`src/input_pkg.sv`:
```
/* Input decode definitions */

package input_pkg;

  // Recognized PS/2 set-2 scan codes
  typedef enum logic [7:0] {
    scan_up    = 8'h75,
    scan_down  = 8'h72,
    scan_left  = 8'h6b,
    scan_right = 8'h74,
    scan_ctrl  = 8'h14,
    scan_alt   = 8'h11,
    scan_space = 8'h29,
    scan_1     = 8'h16,
    scan_2     = 8'h1e,
    scan_5     = 8'h2e,
    scan_6     = 8'h36,
    scan_9     = 8'h46,
    scan_0     = 8'h45,
    scan_a     = 8'h1c,
    scan_s     = 8'h1b,
    scan_q     = 8'h15,
    scan_r     = 8'h2d,
    scan_f     = 8'h2b,
    scan_d     = 8'h23,
    scan_g     = 8'h34,
    scan_p     = 8'h4d
  } scan_code_e;

  // One held bit per recognized key
  localparam int key_state_w = 21;

  //////////////////////////////////////////////////
  // Key state vector layout
  //////////////////////////////////////////////////
  localparam int key_idx_up    = 0;
  localparam int key_idx_down  = 1;
  localparam int key_idx_left  = 2;
  localparam int key_idx_right = 3;
  localparam int key_idx_ctrl  = 4;
  localparam int key_idx_alt   = 5;
  localparam int key_idx_space = 6;
  localparam int key_idx_1     = 7;
  localparam int key_idx_2     = 8;
  localparam int key_idx_5     = 9;
  localparam int key_idx_6     = 10;
  localparam int key_idx_9     = 11;
  localparam int key_idx_0     = 12;
  localparam int key_idx_a     = 13;
  localparam int key_idx_s     = 14;
  localparam int key_idx_q     = 15;
  localparam int key_idx_r     = 16;
  localparam int key_idx_f     = 17;
  localparam int key_idx_d     = 18;
  localparam int key_idx_g     = 19;
  localparam int key_idx_p     = 20;

  //////////////////////////////////////////////////
  // Player control word, 10 bits
  //////////////////////////////////////////////////
  localparam int player_w        = 10;
  localparam int player_up       = 0;
  localparam int player_down     = 1;
  localparam int player_left     = 2;
  localparam int player_right    = 3;
  localparam int player_button_1 = 4;
  localparam int player_button_2 = 5;
  localparam int player_button_3 = 6;
  localparam int player_start    = 7;
  localparam int player_coin     = 8;
  localparam int player_service  = 9;

  //////////////////////////////////////////////////
  // Joystick word from the host bridge, 11 bits
  //////////////////////////////////////////////////
  localparam int joy_w       = 11;
  localparam int joy_right   = 0;
  localparam int joy_left    = 1;
  localparam int joy_down    = 2;
  localparam int joy_up      = 3;
  localparam int joy_b1      = 4;
  localparam int joy_b2      = 5;
  localparam int joy_b3      = 6;
  localparam int joy_start   = 7;
  localparam int joy_coin    = 8;
  localparam int joy_pause   = 9;
  localparam int joy_service = 10;

endpackage

```
`src/platform_pkg.sv`:
```
/* Platform glue definitions */

package platform_pkg;

  // Video aspect ratio selection
  typedef enum logic [1:0] {
    aspect_4_3,
    aspect_16_9,
    aspect_3_4
  } aspect_e;

  //////////////////////////////////////////////////
  // Menu status word bit positions
  //////////////////////////////////////////////////
  localparam int status_w            = 32;
  localparam int status_reset_bit    = 0;
  localparam int status_wide_bit     = 1;
  localparam int status_vertical_bit = 2;
  localparam int status_flip_bit     = 3;
  localparam int status_debug_bit    = 7;

  //////////////////////////////////////////////////
  // DDR word address mapping
  //////////////////////////////////////////////////
  localparam int ddr_addr_w = 29;

  // Top nibble of the DDR word address for the core window
  localparam logic [3:0] ddr_window = 4'b0011;

  // Byte address bits kept below the window
  localparam int ddr_byte_hi = 27;
  localparam int ddr_byte_lo = 3;

endpackage

```
`src/ps2_key_decoder.sv`:
```
/* PS/2 key event decoder */

module ps2_key_decoder (
  input  logic                               clk_sys,
  input  logic                               rst_n,
  input  logic [10:0]                        ps2_key,
  output logic [input_pkg::key_state_w-1:0]  key_state
);

  import input_pkg::*;

  localparam int idx_w = $clog2(key_state_w);

  // Fields of the bridge event word
  logic       toggle;
  logic       pressed;
  scan_code_e code;

  assign toggle  = ps2_key[10];
  assign pressed = ps2_key[9];
  assign code    = scan_code_e'(ps2_key[7:0]);

  // Toggle seen at the previous edge
  logic toggle_q;
  logic new_event;

  assign new_event = toggle ^ toggle_q;

  //////////////////////////////////////////////////
  // Scan code to key index lookup
  //////////////////////////////////////////////////
  logic             key_hit;
  logic [idx_w-1:0] key_sel;

  always_comb begin
    key_hit = 1'b1;
    key_sel = '0;
    case (code)
      scan_up:    key_sel = idx_w'(key_idx_up);
      scan_down:  key_sel = idx_w'(key_idx_down);
      scan_left:  key_sel = idx_w'(key_idx_left);
      scan_right: key_sel = idx_w'(key_idx_right);
      scan_ctrl:  key_sel = idx_w'(key_idx_ctrl);
      scan_alt:   key_sel = idx_w'(key_idx_alt);
      scan_space: key_sel = idx_w'(key_idx_space);
      scan_1:     key_sel = idx_w'(key_idx_1);
      scan_2:     key_sel = idx_w'(key_idx_2);
      scan_5:     key_sel = idx_w'(key_idx_5);
      scan_6:     key_sel = idx_w'(key_idx_6);
      scan_9:     key_sel = idx_w'(key_idx_9);
      scan_0:     key_sel = idx_w'(key_idx_0);
      scan_a:     key_sel = idx_w'(key_idx_a);
      scan_s:     key_sel = idx_w'(key_idx_s);
      scan_q:     key_sel = idx_w'(key_idx_q);
      scan_r:     key_sel = idx_w'(key_idx_r);
      scan_f:     key_sel = idx_w'(key_idx_f);
      scan_d:     key_sel = idx_w'(key_idx_d);
      scan_g:     key_sel = idx_w'(key_idx_g);
      scan_p:     key_sel = idx_w'(key_idx_p);
      // Unknown code, nothing to update
      default:    key_hit = 1'b0;
    endcase
  end

  //////////////////////////////////////////////////
  // Held key latches
  //////////////////////////////////////////////////
  always_ff @(posedge clk_sys) begin
    if (!rst_n) begin
      toggle_q  <= 1'b0;
      key_state <= '0;
    end else begin
      toggle_q <= toggle;
      // One key per event, pressed picks press or release
      if (new_event && key_hit) begin
        key_state[key_sel] <= pressed;
      end
    end
  end

endmodule

```
`src/player_input_merge.sv`:
```
/* Player control merge */

module player_input_merge (
  input  logic [input_pkg::key_state_w-1:0] key_state,
  input  logic [input_pkg::joy_w-1:0]       joystick_0,
  input  logic [input_pkg::joy_w-1:0]       joystick_1,
  output logic [input_pkg::player_w-1:0]    player_1,
  output logic [input_pkg::player_w-1:0]    player_2,
  output logic                              pause
);

  import input_pkg::*;

  //////////////////////////////////////////////////
  // Player 1 from arrows and left-hand keys
  //////////////////////////////////////////////////
  assign player_1[player_up]       = key_state[key_idx_up]    | joystick_0[joy_up];
  assign player_1[player_down]     = key_state[key_idx_down]  | joystick_0[joy_down];
  assign player_1[player_left]     = key_state[key_idx_left]  | joystick_0[joy_left];
  assign player_1[player_right]    = key_state[key_idx_right] | joystick_0[joy_right];
  assign player_1[player_button_1] = key_state[key_idx_ctrl]  | joystick_0[joy_b1];
  assign player_1[player_button_2] = key_state[key_idx_alt]   | joystick_0[joy_b2];
  assign player_1[player_button_3] = key_state[key_idx_space] | joystick_0[joy_b3];
  assign player_1[player_start]    = key_state[key_idx_1]     | joystick_0[joy_start];
  assign player_1[player_coin]     = key_state[key_idx_5]     | joystick_0[joy_coin];
  assign player_1[player_service]  = key_state[key_idx_9]     | joystick_0[joy_service];

  //////////////////////////////////////////////////
  // Player 2 from the RFDG cluster
  //////////////////////////////////////////////////
  assign player_2[player_up]       = key_state[key_idx_r] | joystick_1[joy_up];
  assign player_2[player_down]     = key_state[key_idx_f] | joystick_1[joy_down];
  assign player_2[player_left]     = key_state[key_idx_d] | joystick_1[joy_left];
  assign player_2[player_right]    = key_state[key_idx_g] | joystick_1[joy_right];
  assign player_2[player_button_1] = key_state[key_idx_a] | joystick_1[joy_b1];
  assign player_2[player_button_2] = key_state[key_idx_s] | joystick_1[joy_b2];
  assign player_2[player_button_3] = key_state[key_idx_q] | joystick_1[joy_b3];
  assign player_2[player_start]    = key_state[key_idx_2] | joystick_1[joy_start];
  assign player_2[player_coin]     = key_state[key_idx_6] | joystick_1[joy_coin];
  assign player_2[player_service]  = key_state[key_idx_0] | joystick_1[joy_service];

  // Shared pause, either pad can request it
  assign pause = key_state[key_idx_p]
               | joystick_0[joy_pause]
               | joystick_1[joy_pause];

endmodule

```
`src/reset_sequencer.sv`:
```
/* Reset sequencer */

module reset_sequencer #(
  parameter int reset_stages = 3
) (
  input  logic clk_sys,
  input  logic rst_n,
  input  logic pll_locked,
  input  logic menu_reset,
  input  logic user_button,
  output logic core_rst_n,
  output logic cpu_rst_n
);

  // Chain 0 is the core reset, chain 1 the CPU reset
  localparam int n_chains = 2;

  logic [n_chains-1:0] reset_req;

  // Platform sources hold both resets
  assign reset_req[0] = ~rst_n | ~pll_locked;
  // CPU also held by the menu and the user button
  assign reset_req[1] = reset_req[0] | menu_reset | user_button;

  //////////////////////////////////////////////////
  // Release synchronizers
  //////////////////////////////////////////////////
  logic [n_chains-1:0][reset_stages-1:0] sync_q;

  always_ff @(posedge clk_sys) begin
    for (int i = 0; i < n_chains; i++) begin
      if (reset_req[i]) begin
        // Active request clears the whole chain at once
        sync_q[i] <= '0;
      end else begin
        // Ones ripple toward the output
        sync_q[i] <= {sync_q[i][reset_stages-2:0], 1'b1};
      end
    end
  end

  // Last stage of each chain
  assign core_rst_n = sync_q[0][reset_stages-1];
  assign cpu_rst_n  = sync_q[1][reset_stages-1];

endmodule

```
`src/core_config.sv`:
```
/* Menu status decode and DDR mapping */

module core_config (
  input  logic                              clk_sys,
  input  logic                              rst_n,
  input  logic [platform_pkg::status_w-1:0] status,
  input  logic [31:0]                       core_ddr_addr,
  output logic [7:0]                        video_arx,
  output logic [7:0]                        video_ary,
  output logic                              flip,
  output logic                              debug,
  output logic [platform_pkg::ddr_addr_w-1:0] ddram_addr
);

  import platform_pkg::*;

  aspect_e aspect_q;

  //////////////////////////////////////////////////
  // Registered menu options
  //////////////////////////////////////////////////
  always_ff @(posedge clk_sys) begin
    if (!rst_n) begin
      aspect_q <= aspect_4_3;
      flip     <= 1'b0;
      debug    <= 1'b0;
    end else begin
      // Wide wins over vertical
      if (status[status_wide_bit]) begin
        aspect_q <= aspect_16_9;
      end else if (status[status_vertical_bit]) begin
        aspect_q <= aspect_3_4;
      end else begin
        aspect_q <= aspect_4_3;
      end
      flip  <= status[status_flip_bit];
      debug <= status[status_debug_bit];
    end
  end

  // Ratio numbers for the HDMI scaler
  always_comb begin
    case (aspect_q)
      aspect_16_9: begin
        video_arx = 8'd16;
        video_ary = 8'd9;
      end
      aspect_3_4: begin
        video_arx = 8'd3;
        video_ary = 8'd4;
      end
      default: begin
        video_arx = 8'd4;
        video_ary = 8'd3;
      end
    endcase
  end

  // Byte address to 64-bit DDR word inside the window
  assign ddram_addr = {ddr_window, core_ddr_addr[ddr_byte_hi:ddr_byte_lo]};

endmodule

```
`src/arcade_io_top.sv`:
```
/* Arcade input and platform glue */

module arcade_io_top #(
  parameter int reset_stages = 3
) (
  input  logic        clk_sys,
  input  logic        rst_n,
  input  logic        pll_locked,
  input  logic [10:0] ps2_key,
  input  logic [10:0] joystick_0,
  input  logic [10:0] joystick_1,
  input  logic [31:0] status,
  input  logic        user_button,
  input  logic [31:0] core_ddr_addr,
  output logic [9:0]  player_1,
  output logic [9:0]  player_2,
  output logic        pause,
  output logic        core_rst_n,
  output logic        cpu_rst_n,
  output logic [7:0]  video_arx,
  output logic [7:0]  video_ary,
  output logic        flip,
  output logic        debug,
  output logic [28:0] ddram_addr
);

  import input_pkg::*;
  import platform_pkg::*;

  // Held keys between decoder and merge
  logic [key_state_w-1:0] key_state;

  // Menu reset request
  logic menu_reset;

  assign menu_reset = status[status_reset_bit];

  //////////////////////////////////////////////////
  // Controls
  //////////////////////////////////////////////////
  ps2_key_decoder u_ps2_key_decoder (
    .clk_sys   (clk_sys),
    .rst_n     (rst_n),
    .ps2_key   (ps2_key),
    .key_state (key_state)
  );

  player_input_merge u_player_input_merge (
    .key_state  (key_state),
    .joystick_0 (joystick_0),
    .joystick_1 (joystick_1),
    .player_1   (player_1),
    .player_2   (player_2),
    .pause      (pause)
  );

  //////////////////////////////////////////////////
  // Resets and configuration
  //////////////////////////////////////////////////
  reset_sequencer #(
    .reset_stages (reset_stages)
  ) u_reset_sequencer (
    .clk_sys     (clk_sys),
    .rst_n       (rst_n),
    .pll_locked  (pll_locked),
    .menu_reset  (menu_reset),
    .user_button (user_button),
    .core_rst_n  (core_rst_n),
    .cpu_rst_n   (cpu_rst_n)
  );

  core_config u_core_config (
    .clk_sys       (clk_sys),
    .rst_n         (rst_n),
    .status        (status),
    .core_ddr_addr (core_ddr_addr),
    .video_arx     (video_arx),
    .video_ary     (video_ary),
    .flip          (flip),
    .debug         (debug),
    .ddram_addr    (ddram_addr)
  );

endmodule

```
`config.mk`:
```
export PLATFORM = sky130hd
export DESIGN_NAME = arcade_io_top
export DESIGN_NICKNAME = d
export VERILOG_FILES = /design/src/input_pkg.sv /design/src/platform_pkg.sv /design/src/ps2_key_decoder.sv /design/src/player_input_merge.sv /design/src/reset_sequencer.sv /design/src/core_config.sv /design/src/arcade_io_top.sv
export SDC_FILE = /design/constraint.sdc
export NUM_CORES = 1
export LEC_CHECK = 0
export CORE_AREA = 2 2 66 68
export CTS_BUF_LIST = sky130_fd_sc_hd__clkbuf_8
export CTS_CLUSTER_DIAMETER = 100
export CTS_CLUSTER_SIZE = 30
export DETAILED_ROUTE_END_ITERATION = 10
export DIE_AREA = 0 0 68 70
export DONT_BUFFER_PORTS = 1
export GPL_TIMING_DRIVEN = 1
export PLACE_DENSITY = 0.72
export SYNTH_ARGS = -nofsm -noshare
export SYNTH_HDL_FRONTEND = slang
export SYNTH_SLANG_ARGS = --single-unit
```
`constraint.sdc`:
```
create_clock -name clk_sys -period 2.38 [get_ports clk_sys]
set_clock_uncertainty 0.1 [all_clocks]
set_input_delay 0.238 -clock clk_sys [delete_from_list [all_inputs] [get_ports clk_sys]]
set_output_delay 0.238 -clock clk_sys [all_outputs]
set_load 0.01 [all_outputs]
```
Word level (Yosys, flattened, before mapping) --
Cells that the tools add are included.
Word-level totals: output and inout bits 70, bits in registers 32
Cells by class: magnitude comparators 2, muxes and demuxes 11, reductions and logical operators 4, bitwise logic cells 28, equal/unequal tests 23
Operators by type and width (number):
- one-hot mux 5 bit (20 select lines) | 1
- equality test 8 x 5 -> 1 bit, second input constant | 7
- equality test 8 x 6 -> 1 bit, second input constant | 7
- equality test 8 x 7 -> 1 bit, second input constant | 7
- bitwise OR 1 bit | 25
- bitwise mux 21 bit | 1
- OR reduction 21 bit | 1
- one-hot mux 5 bit (2 select lines) | 1
- one-hot mux 4 bit (2 select lines) | 1
- < comparator 5 x 6 -> 1 bit, second input constant | 1
- demux 1 bit (select 5 bit) | 1
- greater-or-equal comparator 5 x 1 -> 1 bit, second input constant | 1
- 2-to-1 mux 1 bit | 5
- equality test 2 x 1 -> 1 bit, second input constant | 1
- equality test 2 bit, second input constant | 1
- logical AND 1 bit | 2
- 2-to-1 mux 2 bit | 1
- NOT 1 bit | 2
- OR reduction 2 bit | 1
- XOR 1 bit | 1

Longest topological paths before layout --
word-level depth 7, gate-level depth with buffers 10, depth with buffers taken out 7

Cells and area by module --
Synthesis repeated with hierarchy kept, for this count alone.
Unflattened totals: cells, all modules 277, area total of the unflattened synthesis 2409.8 um^2
By module, submodules not included:
- ps2_key_decoder | times used 1, cells each 187, area an instance 1632.8 um^2
- core_config | times used 1, cells each 57, area an instance 475.5 um^2
- reset_sequencer | times used 1, cells each 12, area an instance 170.2 um^2
- player_input_merge | times used 1, cells each 21, area an instance 131.4 um^2

Worst setup path after synthesis --
Ideal clock, no wire load.
path type input to register, start point input port ps2_key[7], end point register u_ps2_key_decoder.key_state[8] (netlist bit), stages 9, path slack -17 ps, library setup time 130 ps, arrival time 2166 ps, path through buf_2 -> nor2_1 -> or4b_2 -> clkbuf_1 -> nor4bb_1 -> a2111o_1 -> buf_2 -> o211ai_1 -> o31ai_1
On the way: cells in the longest elaborated chain, start to end 7, elaborated cells between the ends (all ways) 31, classes of those cells order compare (2); eq/ne (21); mux (5); reduce/logical (3)
Ends and longest elaborated chain:
- start, declared | line arcade_io_top.sv:9 | input logic [10:0] ps2_key,
- equality test 8 x 7 -> 1 bit, or another cell as far along | line ps2_key_decoder.sv:38 | case (code)
- one-hot mux 5 bit (20 select lines) | line ps2_key_decoder.sv:38
- < comparator 5 x 6 -> 1 bit (not written as such) or greater-or-equal comparator 5 x 1 -> 1 bit (tied branches) | line ps2_key_decoder.sv:76 | key_state[key_sel] <= pressed;
- logical AND 1 bit (not written as such) | line ps2_key_decoder.sv:76
- 2-to-1 mux 1 bit (not written as such) | line ps2_key_decoder.sv:76
- demux 1 bit (select 5 bit)
- bitwise mux 21 bit | line ps2_key_decoder.sv:76
- end signal, assigned by index | line ps2_key_decoder.sv:76
- end, declared | line ps2_key_decoder.sv:7 | output logic [input_pkg::key_state_w-1:0] key_state
Several ways; a longest one is shown, not always the timed one. A chain may end at the register's enable or synchronous reset.

Worst setup path in the final report --
start point input port ps2_key[1], end point register u_ps2_key_decoder.key_state[5] (netlist bit)
The elaborated chain is that of the path after synthesis.

==> flow_summary_export.csv <==
group,metric,value,unit
outcome,status,"finished, final reports clean",
clocking,cts.path.max_buffers,2,
floorplan,fp.dieW,68,um
clocking,post_cts.repair.setup_buffers,0,
placed_design,gp_congestion,0.8742,
flow_run,maxCapViolations,0,
sta,slew_viol_final,0,
synth,synth_edf_count,0,
final_layout,nFillCells,387,
global_routing,grt_pass1_vias,1588,
final_layout,mostFrequentLayoutCells,"dfxtp_1 (32), or2_2 (20), o31ai_1 (18)",
drt,vias,1744,
drt,vias_per_cell,6.119,
critical_path,start_kind,"input port",
global_routing,grt_use_met1,23.54,%
clocking,cts_tree,"yes",
synth,seq_area_frac_synth,28.96,%
critical_path,required,2.48,ns
final_layout,nets,336,
global_routing,top_usage_layer,"met2",
synth,synth_seq_cells,32,
synth,synthCells,261,
global_routing,use_met2,29.13,%
power_and_ir_drop,peakVddDrop,0.4322,mV
drt,antenna_left,0,
placed_design,io_buffers,0,
sta,min_period_over_period,88.59,%
critical_path,worstSetupPathType,"in2reg",
synth,ys_async_sr_fraction,0,%
global_routing,grt_pass1_wl,7.024,mm
sta,fin_crit,2.108,ns
global_routing,grt_antenna_before_repair,0,
placed_design,post-dp-hpwl,3.104,mm
clocking,cts_hold_buf,8,
min_path,hold_class,"in2reg",
clocking,cts_inserted_buffers,5,
sta,tns,0,ns
clocking,clock_sinks,32,
power_and_ir_drop,sw_frac_of_total,24.27,%
global_routing,met3_usage,6.924,%
sta,fmax,0.4743,GHz
critical_path,critPathMaxFanout,20,
sta,tightest_slew,0.5237,ns
final_layout,final_common_cell,"dfxtp_1",
sta,hold_viol,0,
power_and_ir_drop,p_clk_share,38.5,%
floorplan,die_h,70,um
clocking,clock_latency,0.27,ns
final_layout,layout-drive-gt1-share,17.17,%
final_layout,final_util,51.45,%
global_routing,overflow,0,
floorplan,io_pins,171,
synth,synth_flop_cell,"dfxtp_1",
drt,first_pass_iters,5,
drt,wl_per_cell,15.52,um
power_and_ir_drop,power_frac_comb,11.6,%
drt,drt_iter0_drc,100,
final_layout,antenna-diode-count,0,
floorplan,row_count,24,
drt,route.detailed.drc,0,
critical_path,arrival,2.21,ns
critical_path,cp-end-kind,"flop",
sta,relSlewSlack,65.00,%
synth,synth_area_per_cell,8.476,um2
floorplan,core,4144,um2
sta,rsz0062_at_grt,"false",
clocking,clockRootBuffer,"clkbuf_8",
clocking,cts_resized,0,
power_and_ir_drop,leakagePower,0.7897,nW
power_and_ir_drop,power_frac_seq,50.0,%
synth,ys_warn_count,0,
global_routing,grt_max_degree,22,
global_routing,grt_use_total,19.04,%
power_and_ir_drop,internal_power,0.0008284,W
synth,netlist_area,2212,um2
clocking,htree_num_levels,2,
clocking,clk_pin_slew_worst_paths,0.06,ns
final_layout,synthToLayoutAreaGrowth,-3.620,%
power_and_ir_drop,netSwitchingPower,0.0002655,W
power_and_ir_drop,power.density,513.1,nW/um2
synth,ys_types,49,
floorplan,initial_core_util,53.38,%
sta,finalSetupViolCount,0,
floorplan,die-area,4760,um2
drt,routed_wl,4.424,mm
registers in the layout, indices dropped and copies added (netlist names):
| register | flops |
|---|---|
| u_core_config.aspect_q | 2 |
| u_core_config.debug | 1 |
| u_core_config.flip | 1 |
| u_ps2_key_decoder.key_state | 21 |
| u_ps2_key_decoder.toggle_q | 1 |
| u_reset_sequencer.core_rst_n | 1 |
| u_reset_sequencer.cpu_rst_n | 1 |
| u_reset_sequencer.sync_q | 4 |
final timing paths:
path / from / to / slack [ns] / cells past startpoint
worst min-delay path: pll_locked / u_reset_sequencer.sync_q[1] / 0.01 / 1
worst min register to register: u_reset_sequencer.sync_q[4] / u_reset_sequencer.cpu_rst_n / 0.33 / 1
worst max register to register: u_ps2_key_decoder.toggle_q / u_ps2_key_decoder.key_state[5] / 0.70 / 4
worst max-delay path: ps2_key[1] / u_ps2_key_decoder.key_state[5] / 0.27 / 7
kinds of logic (layout without fill, tap and decap cells):
| family | count (synthesis) | after routing | synth area share [%] |
|---|---|---|---|
| other cells | 2 | 12 | 0.3395 |
| compound gates | 63 | 63 | 20.98 |
| fa+ha+maj | 3 | 3 | 1.697 |
| simple gates | 92 | 92 | 27.83 |
| buf+inv | 68 | 30 | 19.80 |
| xor+xnor | 1 | 1 | 0.3960 |
| flops | 32 | 32 | 28.96 |
power groups by stage:
stage                     combinational, W  sequential (W)  clock, W
final                             0.000126        0.000547  0.000421
after CTS                         0.000126        0.000547  0.000430
after floorplan                   0.000189        0.000558         0
after detailed placement          0.000115        0.000559         0
after global routing              0.000140        0.000547  0.000463
after global placement            0.000114        0.000558         0
critical path, stage by stage:
cell and delay (ns):
and3b_1 0.18, o211ai_2 0.22, nand3_1 0.13, or3_4 0.42, or3b_1 0.49, or3_1 0.39, a21oi_1 0.15
stage by stage:
stage / setup slack, ns / hold WS [ns] / cell area [um2] / instances / total power (W)
2_1_floorplan: 0.01300 / 0.2100 / 2256 / 271 / 0.0007468
3_3_place_gp: 0.02853 / 0.2121 / 1958 / 269 / 0.0006726
3_5_place_dp: 0.008153 / 0.2128 / 1958 / 269 / 0.0006739
4_1_cts: 0.2707 / 0.003296 / 2132 / 285 / 0.001102
5_1_grt: 0.1711 / 0.002745 / 2132 / 285 / 0.001150
6_report: 0.2717 / 0.01038 / 2132 / 285 / 0.001094
routing by layer:
layer | share of wire [%] | vias to the layer above | wire length (um)
met4 | 2.9 | 0 | 128
met1 | 40 | 794 | 1776
met2 | 47 | 92 | 2085
met3 | 9.8 | 24 | 433
met5 | 0 | - | 0
li1 | - | 834 | -
final cells by class:
| class | count | area [um2] | area share, % |
|---|---|---|---|
| clock buffers | 6 | 82.58 | 3.873 |
| clock inverters | 2 | 11.26 | 0.5282 |
| inverters | 7 | 26.28 | 1.232 |
| multi-input cells | 171 | 1174 | 55.05 |
| flip-flops and latches | 32 | 640.6 | 30.05 |
| well taps | 52 | 65.06 | 3.052 |
| repair buffers | 15 | 132.6 | 6.221 |
synthesized netlist by cell type, drive strengths merged (3+ instances only):
cell	n	area share, %
a21oi	7	1.6
or3	8	2.5
nor3b	6	2.0
or3b	3	1.2
and2	8	2.3
o31ai	18	6.1
nand3b	6	2.0
o21ai	8	1.8
nor2	7	1.2
o32a	3	1.4
o211ai	18	6.6
nor4b	3	1.5
nor2b	3	0.85
nand2b	4	1.1
ha	3	1.7
buf	54	17
dfxtp	32	29
nand2	5	0.85
inv	7	1.2
clkbuf	7	1.2
nand4	3	0.85
or2	20	5.7
Note: power is estimated with default switching activity, not from simulation.
